**src/hdl/cache_geometry_pkg.sv**
```systemverilog
// cache geometry constants
// describes how a word address splits into tag, set and offset, and the line size

package cache_geometry_pkg;

	// addresses count 32-bit words, not bytes
	localparam int addr_width = 16;
	localparam int word_width = 32;

	// low address bits pick a word within the line
	localparam int offset_width = 2;

	// middle bits index the direct-mapped sets
	localparam int set_width = 5;

	// whatever is left at the top is kept as the tag
	localparam int tag_width = addr_width - set_width - offset_width;

	localparam int num_sets = 2 ** set_width;
	localparam int words_per_line = 2 ** offset_width;

	// a whole line moves as one word on the refill path
	localparam int line_width = words_per_line * word_width;

endpackage

```
**src/hdl/cache_types_pkg.sv**
```systemverilog
// cache interface types
// packed structs and the address union passed between the cache blocks and memory

package cache_types_pkg;

	// field view of a word address, tag in the top bits
	typedef struct packed {
		logic [cache_geometry_pkg::tag_width-1:0] tag;
		logic [cache_geometry_pkg::set_width-1:0] set;
		logic [cache_geometry_pkg::offset_width-1:0] offset;
	} addr_fields_t;

	// the requester sees a flat address, the cache looks at its fields
	typedef union packed {
		logic [cache_geometry_pkg::addr_width-1:0] raw;
		addr_fields_t fields;
	} cache_addr_t;

	// one lookup per cycle, valid is a single-cycle strobe
	typedef struct packed {
		logic valid;
		cache_addr_t addr;
	} lookup_req_t;

	// data only means something when hit is set
	typedef struct packed {
		logic valid;
		logic hit;
		cache_addr_t addr;
		logic [cache_geometry_pkg::word_width-1:0] data;
	} lookup_resp_t;

	// line address of the miss being refilled
	typedef struct packed {
		logic valid;
		logic [cache_geometry_pkg::tag_width-1:0] tag;
		logic [cache_geometry_pkg::set_width-1:0] set;
	} mem_req_t;

	// returned line, word 0 sits in the low bits
	typedef struct packed {
		logic valid;
		logic [cache_geometry_pkg::line_width-1:0] line;
	} mem_fill_t;

	// write into both the tag and the data array at the same edge
	typedef struct packed {
		logic valid;
		logic [cache_geometry_pkg::set_width-1:0] set;
		logic [cache_geometry_pkg::tag_width-1:0] tag;
		logic [cache_geometry_pkg::line_width-1:0] line;
	} array_fill_t;

endpackage

```
**src/hdl/sram_1r1w.sv**
```systemverilog
// one-read one-write block SRAM
// synchronous read with the data registered, a same-address write is forwarded

`timescale 1ns/1ns

module sram_1r1w
	#(parameter int data_width = 32,
	parameter int size = 32)

	(input clk,
	input logic rd_enable,
	input logic [$clog2(size)-1:0] rd_addr,
	output logic [data_width-1:0] rd_data,
	input logic wr_enable,
	input logic [$clog2(size)-1:0] wr_addr,
	input logic [data_width-1:0] wr_data);

	// storage array, there is no reset so a block RAM can be inferred
	logic [data_width-1:0] data [0:size-1];

	// the old and the new contents would both be legal on a collision,
	// this block promises the new one to its users
	logic collide;

	assign collide = wr_enable && rd_enable && (wr_addr == rd_addr);

	always_ff @(posedge clk)
	begin
		if (wr_enable)
			data[wr_addr] <= wr_data;
	end

	// read data holds its last value while rd_enable is low
	always_ff @(posedge clk)
	begin
		if (collide)
			rd_data <= wr_data;
		else if (rd_enable)
			rd_data <= data[rd_addr];
	end

endmodule

```
**src/hdl/cache_tag_array.sv**
```systemverilog
// tag array of the direct-mapped cache
// tags live in an SRAM, the valid flags in flip-flops so that reset can clear them

`timescale 1ns/1ns

module cache_tag_array
	(input clk,
	input reset,
	input logic rd_enable,
	input logic [cache_geometry_pkg::set_width-1:0] rd_set,
	output logic [cache_geometry_pkg::tag_width-1:0] rd_tag,
	output logic rd_valid,
	input cache_types_pkg::array_fill_t fill);

	// one flag per set, set by a fill and cleared only by reset
	logic [cache_geometry_pkg::num_sets-1:0] valid_bits;

	// a fill to the set being read wins, same rule as the SRAM
	logic fill_hits_read;

	assign fill_hits_read = fill.valid && (fill.set == rd_set);

	// tag storage, written with every fill
	sram_1r1w #(
		.data_width(cache_geometry_pkg::tag_width),
		.size(cache_geometry_pkg::num_sets)
	) tag_sram (
		.clk(clk),
		.rd_enable(rd_enable),
		.rd_addr(rd_set),
		.rd_data(rd_tag),
		.wr_enable(fill.valid),
		.wr_addr(fill.set),
		.wr_data(fill.tag)
	);

	always_ff @(posedge clk)
	begin
		if (reset)
			valid_bits <= '0;
		else if (fill.valid)
			valid_bits[fill.set] <= 1'b1;
	end

	// the flag read is registered so it lines up with rd_tag from the SRAM
	always_ff @(posedge clk)
	begin
		if (reset)
			rd_valid <= 1'b0;
		else if (rd_enable)
		begin
			// a line never goes invalid except through reset,
			// so forwarding only ever has to report a one
			if (fill_hits_read)
				rd_valid <= 1'b1;
			else
				rd_valid <= valid_bits[rd_set];
		end
	end

endmodule

```
**src/hdl/cache_lookup.sv**
```systemverilog
// lookup pipeline of the cache
// reads tag and line in the request cycle, compares and picks the word one cycle later

`timescale 1ns/1ns

module cache_lookup
	(input clk,
	input reset,
	input cache_types_pkg::lookup_req_t lookup_req,
	input cache_types_pkg::array_fill_t fill,
	output cache_types_pkg::lookup_resp_t lookup_resp);

	// request held for the compare stage
	logic req_valid_q;
	cache_types_pkg::cache_addr_t req_addr_q;

	// array outputs, they belong to the request in req_addr_q
	logic [cache_geometry_pkg::tag_width-1:0] stored_tag;
	logic stored_valid;
	logic [cache_geometry_pkg::line_width-1:0] stored_line;

	// the line seen as separate words so that the offset can index it
	logic [cache_geometry_pkg::words_per_line-1:0][cache_geometry_pkg::word_width-1:0]
		line_words;

	logic tag_match;

	// stage one: both arrays take the set field straight from the request
	cache_tag_array tag_array (
		.clk(clk),
		.reset(reset),
		.rd_enable(lookup_req.valid),
		.rd_set(lookup_req.addr.fields.set),
		.rd_tag(stored_tag),
		.rd_valid(stored_valid),
		.fill(fill)
	);

	// data array holds whole lines, the fill writes one line per set
	sram_1r1w #(
		.data_width(cache_geometry_pkg::line_width),
		.size(cache_geometry_pkg::num_sets)
	) data_sram (
		.clk(clk),
		.rd_enable(lookup_req.valid),
		.rd_addr(lookup_req.addr.fields.set),
		.rd_data(stored_line),
		.wr_enable(fill.valid),
		.wr_addr(fill.set),
		.wr_data(fill.line)
	);

	always_ff @(posedge clk)
	begin
		if (reset)
			req_valid_q <= 1'b0;
		else
			req_valid_q <= lookup_req.valid;
	end

	// the address is payload and only matters while req_valid_q is set
	always_ff @(posedge clk)
	begin
		if (lookup_req.valid)
			req_addr_q <= lookup_req.addr;
	end

	// stage two: tag compare and word select
	assign tag_match = stored_valid && (stored_tag == req_addr_q.fields.tag);
	assign line_words = stored_line;

	always_comb
	begin
		lookup_resp.valid = req_valid_q;
		lookup_resp.hit = tag_match;
		lookup_resp.addr = req_addr_q;

		// on a miss this is whatever the set held, the requester ignores it
		lookup_resp.data = line_words[req_addr_q.fields.offset];
	end

endmodule

```
**src/hdl/cache_miss_unit.sv**
```systemverilog
// miss handling for the cache
// tracks the one outstanding miss, requests its line and turns the reply into a fill

`timescale 1ns/1ns

module cache_miss_unit
	(input clk,
	input reset,
	input cache_types_pkg::lookup_resp_t lookup_resp,
	input cache_types_pkg::mem_fill_t mem_fill,
	output cache_types_pkg::mem_req_t mem_req,
	output cache_types_pkg::array_fill_t fill);

	// high from the miss until its line comes back
	logic pending;

	// line address of the outstanding miss
	logic [cache_geometry_pkg::tag_width-1:0] miss_tag;
	logic [cache_geometry_pkg::set_width-1:0] miss_set;

	logic req_valid_q;

	// only the first miss is taken, later ones are dropped and the requester retries
	logic new_miss;

	assign new_miss = lookup_resp.valid && !lookup_resp.hit && !pending;

	always_ff @(posedge clk)
	begin
		if (reset)
			pending <= 1'b0;
		else if (mem_fill.valid)
			pending <= 1'b0;
		else if (new_miss)
			pending <= 1'b1;
	end

	// latched at the same edge that raises the request
	always_ff @(posedge clk)
	begin
		if (new_miss)
		begin
			miss_tag <= lookup_resp.addr.fields.tag;
			miss_set <= lookup_resp.addr.fields.set;
		end
	end

	// one-cycle strobe towards memory, the line address stays put behind it
	always_ff @(posedge clk)
	begin
		if (reset)
			req_valid_q <= 1'b0;
		else
			req_valid_q <= new_miss;
	end

	assign mem_req.valid = req_valid_q;
	assign mem_req.tag = miss_tag;
	assign mem_req.set = miss_set;

	// the fill goes out in the same cycle as the reply so the arrays write at that edge.
	// a reply with nothing pending, e.g. one that was asked for before a reset, is dropped
	always_comb
	begin
		fill.valid = mem_fill.valid && pending;
		fill.set = miss_set;
		fill.tag = miss_tag;
		fill.line = mem_fill.line;
	end

endmodule

```
**src/hdl/l1_cache.sv**
```systemverilog
// direct-mapped read cache, top level
// joins the lookup pipeline to the miss unit that refills it from memory

`timescale 1ns/1ns

module l1_cache
	(input clk,
	input reset,
	input cache_types_pkg::lookup_req_t lookup_req,
	output cache_types_pkg::lookup_resp_t lookup_resp,
	output cache_types_pkg::mem_req_t mem_req,
	input cache_types_pkg::mem_fill_t mem_fill);

	// refill write from the miss unit into both arrays
	cache_types_pkg::array_fill_t array_fill;

	// answers every lookup one cycle after it is sampled
	cache_lookup lookup (
		.clk(clk),
		.reset(reset),
		.lookup_req(lookup_req),
		.fill(array_fill),
		.lookup_resp(lookup_resp)
	);

	// watches the responses for misses and drives the memory side
	cache_miss_unit miss_unit (
		.clk(clk),
		.reset(reset),
		.lookup_resp(lookup_resp),
		.mem_fill(mem_fill),
		.mem_req(mem_req),
		.fill(array_fill)
	);

endmodule

```
**config.mk**
```make
export PLATFORM = sky130hd
export DESIGN_NAME = l1_cache
export DESIGN_NICKNAME = d
export VERILOG_FILES = /design/src/hdl/cache_geometry_pkg.sv /design/src/hdl/cache_types_pkg.sv /design/src/hdl/sram_1r1w.sv /design/src/hdl/cache_tag_array.sv /design/src/hdl/cache_lookup.sv /design/src/hdl/cache_miss_unit.sv /design/src/hdl/l1_cache.sv
export SDC_FILE = /design/constraint.sdc
export NUM_CORES = 2
export LEC_CHECK = 0
export BUFFER_PORTS_ARGS = -buffer_cell sky130_fd_sc_hd__buf_4
export CAP_MARGIN = 20
export CORE_ASPECT_RATIO = 2
export CORE_MARGIN = 4
export CORE_UTILIZATION = 40
export DETAILED_ROUTE_END_ITERATION = 10
export MAX_ROUTING_LAYER = met4
export PLACE_DENSITY = 0.56
export SYNTH_ARGS = -nofsm -noshare
export SYNTH_HDL_FRONTEND = slang
export SYNTH_MEMORY_MAX_BITS = 65536
export SYNTH_SLANG_ARGS = --single-unit
export TNS_END_PERCENT = 30
```
**constraint.sdc**
```tcl
create_clock -name clk -period 13.7 [get_ports clk]
set_clock_uncertainty 0.15 [all_clocks]
set_input_delay 1.37 -clock clk [delete_from_list [all_inputs] [get_ports clk]]
set_output_delay 1.37 -clock clk [all_outputs]
set_load 0.03 [all_outputs]
```
Word level (Yosys, flattened, before mapping)
Memory sizes are Yosys's and may differ from the RTL's. A register that Yosys moved wholly into a read port is not among the register bits.
Cells that the tools add are included.
{"block": "classes", "n_bitwise": 1, "eq_ne": 2, "n_reduce_logical": 12, "order_cmp": 4, "muxes": 9}
{"operator": "binary-select mux 32 bit (select 2 bit)", "n": 1}
{"operator": "two-way mux 32 bit", "n": 1}
{"operator": "bitwise OR 32 bit", "n": 1}
{"operator": "less-than comparator 5 x 6 -> 1 bit, second input constant", "n": 2}
{"operator": "== test 9 bit", "n": 1}
{"operator": "logical AND 1 bit", "n": 8}
{"operator": "binary-select mux 1 bit (select 5 bit)", "n": 1}
{"operator": "demux 1 bit (select 5 bit)", "n": 1}
{"operator": "== test 5 bit", "n": 1}
{"operator": ">= comparator 5 x 1 -> 1 bit, second input constant", "n": 1}
{"operator": "two-way mux 1 bit", "n": 5}
{"operator": "less-than comparator 2 x 3 -> 1 bit, second input constant", "n": 1}
{"operator": "logical NOT 1 bit", "n": 2}
{"operator": "nonzero test 2 bit", "n": 1}
{"operator": "OR reduction 2 bit", "n": 1}
{"block": "totals", "out_inout_bits": 65, "word_cells": 38, "memories": 2, "ff_bits": 66, "mem_bits_rw": 4384}
{"memory": "lookup.data_sram.data", "words": 32, "width": 128, "rd": 1, "rd_ports_with_merged_regs": 1, "wr": 1, "line_no": "sram_1r1w.sv:19", "rtl": "logic [data_width-1:0] data [0:size-1];"}
{"memory": "lookup.tag_array.tag_sram.data", "words": 32, "width": 9, "rd": 1, "rd_ports_with_merged_regs": 1, "wr": 1, "line_no": "sram_1r1w.sv:19"}

Logic depth before layout (Yosys ltp)
{"block": "depth", "ltp_word": 5, "depth_mapped": 10, "ltp_nobuf": 5}

Cells and area by module
Synthesis repeated with hierarchy kept, for this count alone.
{"block": "hier_totals", "hier_cells": 7415, "hier_area_um2": 175874.9}
{"mod": "sram_1r1w at lookup.data_sram", "area_per_inst_um2": 159604.3, "n_inst": 1, "seq_area_each_um2": 126841.7, "cells_per_inst": 6467}
{"mod": "sram_1r1w at lookup.tag_array.tag_sram", "area_per_inst_um2": 11791.3, "n_inst": 1, "seq_area_each_um2": 8918.6, "cells_per_inst": 550}
{"mod": "cache_miss_unit", "area_per_inst_um2": 1579.0, "n_inst": 1, "seq_area_each_um2": 460.4, "cells_per_inst": 165}
{"mod": "cache_tag_array", "area_per_inst_um2": 1463.9, "n_inst": 1, "seq_area_each_um2": 660.6, "cells_per_inst": 161}
{"mod": "cache_lookup", "area_per_inst_um2": 1436.4, "n_inst": 1, "seq_area_each_um2": 500.5, "cells_per_inst": 72}

Worst setup path before layout
Ideal clock, no wire load.
{"block": "synth_timing", "kind": "input to register", "startpoint": "in mem_fill[128] (netlist bit)", "endpoint": "mem lookup.data_sram.data[12][0] (netlist bit) (enable)", "arrival_ns": 7.689, "setup_ns": 0.637, "cell_stages": 4, "path_buffers": 1, "t_required_ns": 12.913, "path_slack_ns": 5.224, "cell_sequence": "nand2_1 > or3_1 > clkbuf_1 > nor2_1"}
{"block": "synth_via", "elab_chain_len": 3}
{"item": "start, declared", "line_no": "l1_cache.sv:12", "rtl": "input cache_types_pkg::mem_fill_t mem_fill);"}
{"item": "logical AND 1 bit", "line_no": "cache_miss_unit.sv:65", "rtl": "fill.valid = mem_fill.valid && pending;"}
{"item": "two-way mux 1 bit", "line_no": "sram_1r1w.sv:29", "rtl": "if (wr_enable)"}
{"item": "two-way mux 1 bit (implied by the code)", "line_no": "sram_1r1w.sv:30", "rtl": "data[wr_addr] <= wr_data;"}
{"item": "end, declared", "line_no": "sram_1r1w.sv:19"}
Every way passes these cells.

Worst setup path in the final report
{"block": "layout_timing", "startpoint": "in lookup_req[4] (netlist bit)", "endpoint": "reg lookup.data_sram.rd_data[88] (read register of lookup.data_sram.data) (data pin)"}
{"block": "layout_via", "elab_chain_len": 3}
{"item": "start, declared", "line_no": "l1_cache.sv:9", "rtl": "input cache_types_pkg::lookup_req_t lookup_req,"}
{"item": "== test 5 bit", "line_no": "sram_1r1w.sv:25", "rtl": "assign collide = wr_enable && rd_enable && (wr_addr == rd_addr);"}
{"item": "logical AND 1 bit", "line_no": "sram_1r1w.sv:25"}
{"item": "nonzero test 2 bit (no source line)"}
{"item": "end, declared", "line_no": "sram_1r1w.sv:13", "rtl": "output logic [data_width-1:0] rd_data,"}
Parallel ways exist; a longest one is shown, timed or not.
A chain may end at the register's enable or synchronous reset.

==> results.md <==
* Outcome: completed
* Mapped Avg Cell Area at 21.5 um^2
* Post_cts resized at 0
* PD cells at 143 nW/um^2
* Clock Path Buffers at 4
* RSZ-0062 raised after global routing: no
* Final Power at 28100 uW
* Post-layout min period at 5.50 ns
* Core area at 436000 um^2
* P_leak at 0.0613 uW
* Pins Over Slew Limit at 0
* Crit-path slowest cell: buf_4
* Worst Path Required at 14.38 ns
* Async SR Flop Fraction at 0%
* CTS root buf: clkbuf_16
* Post-synth EDFFs at 4551
* Die ar. at 448000 um^2
* Critical setup path kind: input port to register
* Most used DFF post-synth: edfxtp_1
* Worst slew pin tran at 1.30 ns
* Worst path max stage delay at 0.76 ns
* Area growth, synth to finish at 12.4%
* DRT iter0 DRCs at 10500
* Post-route insts no fill at 14600
* Die H at 943 um
* Layout cells sized above 1 at 21.7%
* Critical path peak fanout at 60
* Clock latency on the worst-skew pair at 0.98 ns
* Dpl cells at 13700
* Synth warnings at 0
* DRC Markers at 0
* Crit-path cells: buf_8, buf_4, buf_4, nand2_4, buf_12, o221ai_1, o21ai_0, a2111oi_0, buf_4, a211o_1
* Max-cap viol count at 0
* Reg-to-reg slack, setup at 8.69 ns
* Die Wd at 476 um
* Kind of end point of the critical path: register
* Syn Inst Count at 8121
* GR Overflow Total at 0
* Via Count at 89800
* Vias in the first global route at 91300
* Port Buf Inserts at 212
* Max Freq at 0.182 GHz
* Top-Level Pins at 213
* WHS Endpoint: miss_unit.miss_set[0]
* Cell area after placement at 184000 um^2
* Max VDD drop at 0.119 mV
* TritonCTS Sinks at 4587
* Post-route ant nets at 0
* CP most frequent cell: buf_4
* Rel. slew slack at 13.1%
* Routed vias/inst at 6.16
* Drt first pass iters at 5
* Std-Cell Rows at 343
* Worst hold start: lookup.req_addr_q[2]
* Cell Area, Synth at 175000 um^2
* Seq/Total Area, Yosys at 78.6%
* Initial Utilization at 40.1%
* First-pass GRT wire length at 746 mm
* Endpoints failing setup at 0
* # H-tree levels at 5
* Register clock-pin slew on the reported worst setup and hold paths at 0.07 ns
* Worst R2R End: lookup.data_sram.data[26][44]
* Period utilisation layout at 40.2%
* Total wire length at 541 mm
* Hold_buf cts at 0
* Hold Crit Depth at 0
* Worst R2R Start: miss_unit.miss_set[0]
* Startpoint Class: input port
* Largest net degree at the start of global routing at 111
* Post-CTS setup buffer count at 0
* Final hold violations at 0
* Cell area after layout at 196000 um^2
* CTS tree: done
* Class of the worst hold path: register to register
* CP arrival at 6.19 ns
* Final setup TNS at 0 ns
* Initial antenna violation count at 70
* Worst R2R Path Depth at 4
* GR Util All Layers at 24.6%
* GP Congestion at 0.773
* Post-DR wirelength/cell at 37.1 um
* Distinct cell type count after synthesis at 55
* DP HPWL at 273 mm
* Final Net Count at 8604
* Yosys reg bits at 4587
* Net Count, Synth at 8269
* CTS buffer count at 405
-- report_power, final --
part           switching, uW  total, uW  internal [uW]
registers               97.0      15600          15500
clock network           5160      11100           5980
logic                    908       1400            493
-- flip-flops by register name, summed over array words and instances (netlist names) --
signal and count:
lookup.req_valid_q 1, lookup.tag_array.rd_valid 1, miss_unit.miss_set 5, miss_unit.req_valid_q 1
lookup.tag_array.tag_sram.data 288, lookup.req_addr_q 16, miss_unit.miss_tag 9, lookup.tag_array.valid_bits 32
lookup.tag_array.tag_sram.rd_data 9, lookup.data_sram.rd_data 128, lookup.data_sram.data 4096, miss_unit.pending 1
-- cell usage after synthesis, types with 6 or more instances --
| cell | n | area (um^2) |
|---|---|---|
| mux2i_1 | 576 | 5770 |
| a2111oi_0 | 25 | 219 |
| dfxtp_1 | 36 | 721 |
| nor2_1 | 149 | 559 |
| buf_1 | 58 | 218 |
| and2_1 | 26 | 163 |
| nor3_1 | 7 | 35.0 |
| a31oi_1 | 14 | 87.6 |
| mux2_2 | 9 | 101 |
| a21o_1 | 6 | 45.0 |
| a221oi_1 | 8 | 70.1 |
| buf_2 | 110 | 551 |
| a211o_1 | 31 | 272 |
| xnor2_1 | 11 | 96.3 |
| buf_6 | 14 | 158 |
| nor4_1 | 8 | 50.1 |
| a21oi_1 | 131 | 656 |
| buf_4 | 73 | 548 |
| o21ai_0 | 236 | 1180 |
| o22a_1 | 88 | 771 |
| mux4_2 | 848 | 19100 |
| o21ai_1 | 6 | 30.0 |
| a2111o_1 | 6 | 67.6 |
| o31ai_1 | 89 | 668 |
| edfxtp_1 | 4551 | 137000 |
| o221ai_1 | 198 | 1730 |
| clkbuf_1 | 257 | 965 |
| nand3_1 | 116 | 581 |
| a22oi_1 | 10 | 75.1 |
| o22ai_1 | 310 | 1940 |
| and3_1 | 11 | 68.8 |
| nand2_1 | 35 | 131 |
| a22o_1 | 12 | 105 |
-- kinds of logic after synthesis --
logic type             share of synthesized area, %
XOR/XNOR                                     0.0701
AO/OA/AOI/OAI                                  4.61
AND/OR/NAND/NOR                                1.02
flip-flops                                     78.6
buffers and inverters                          1.45
multiplexers                                   14.3
-- area by class of cell --
cell class | count | area (um^2)
inverter | 3 | 20.0
fill | 36700 | 240000
antenna | 97 | 243
tap | 5692 | 7120
clock inverter | 241 | 1910
timing repair buffer | 445 | 3910
multi-input combinational | 3014 | 35200
sequential | 4587 | 137000
clock buffer | 498 | 10600
-- how the worst max path moves through the flow --
stage / from / endpoint
6_report: lookup_req[4] / lookup.data_sram.rd_data[88]
5_1_grt: lookup_req[4] / lookup.data_sram.rd_data[88]
4_1_cts: lookup_req[4] / lookup.data_sram.rd_data[88]
3_5_place_dp: lookup_req[4] / lookup.data_sram.rd_data[88]
3_3_place_gp: lookup_req[4] / lookup.data_sram.rd_data[73]
2_1_floorplan: mem_fill[128] / lookup.data_sram.data[12][0]
-- critical path: cells and delay by family --
kind                   cells  cell delay [ns]
AOI/OAI and AO/OA          4             1.16
buffers and inverters      5             2.48
and+or+nand+nor            1             0.74
-- layout by cell type, fill, tap and decap left out, types with 14 or more instances in the layout --
master,count
nand3_1,116
and2_1,26
a2111oi_0,24
clkinvlp_4,16
clkinv_1,97
o21ai_0,236
o22ai_1,310
clkbuf_16,410
a211o_1,31
o22a_1,88
mux4_2,848
diode_2,97
o221ai_1,198
bufinv_16,24
buf_12,32
nand2_1,31
dfxtp_1,36
o31ai_1,88
clkbuf_1,84
a21oi_1,131
a31oi_1,14
buf_4,401
nor2_1,117
clkinv_2,81
edfxtp_1,4551
mux2i_1,576
nor2_4,32
-- through the flow --
stage          utilization [%]  hold WS (ns)  setup slack, ns
2_1_floorplan                -         0.285             5.22
3_3_place_gp              42.1         0.293             7.02
3_5_place_dp              42.1         0.294             7.30
4_1_cts                   45.0         0.315             8.37
5_1_grt                   45.1         0.334             8.18
6_report                  45.1         0.303             8.20
-- layer usage --
| layer | share of wire (%) | global-route usage, % | up-vias |
|---|---|---|---|
| met1 | 37 | 30.2 | 49700 |
| met3 | 6.7 | 3.12 | 856 |
| met5 | 0 | - | - |
| met2 | 52 | 42.0 | 4021 |
| met4 | 3.6 | 8.72 | 0 |
| li1 | - | - | 35300 |
Power figures use the tool's default switching activity.
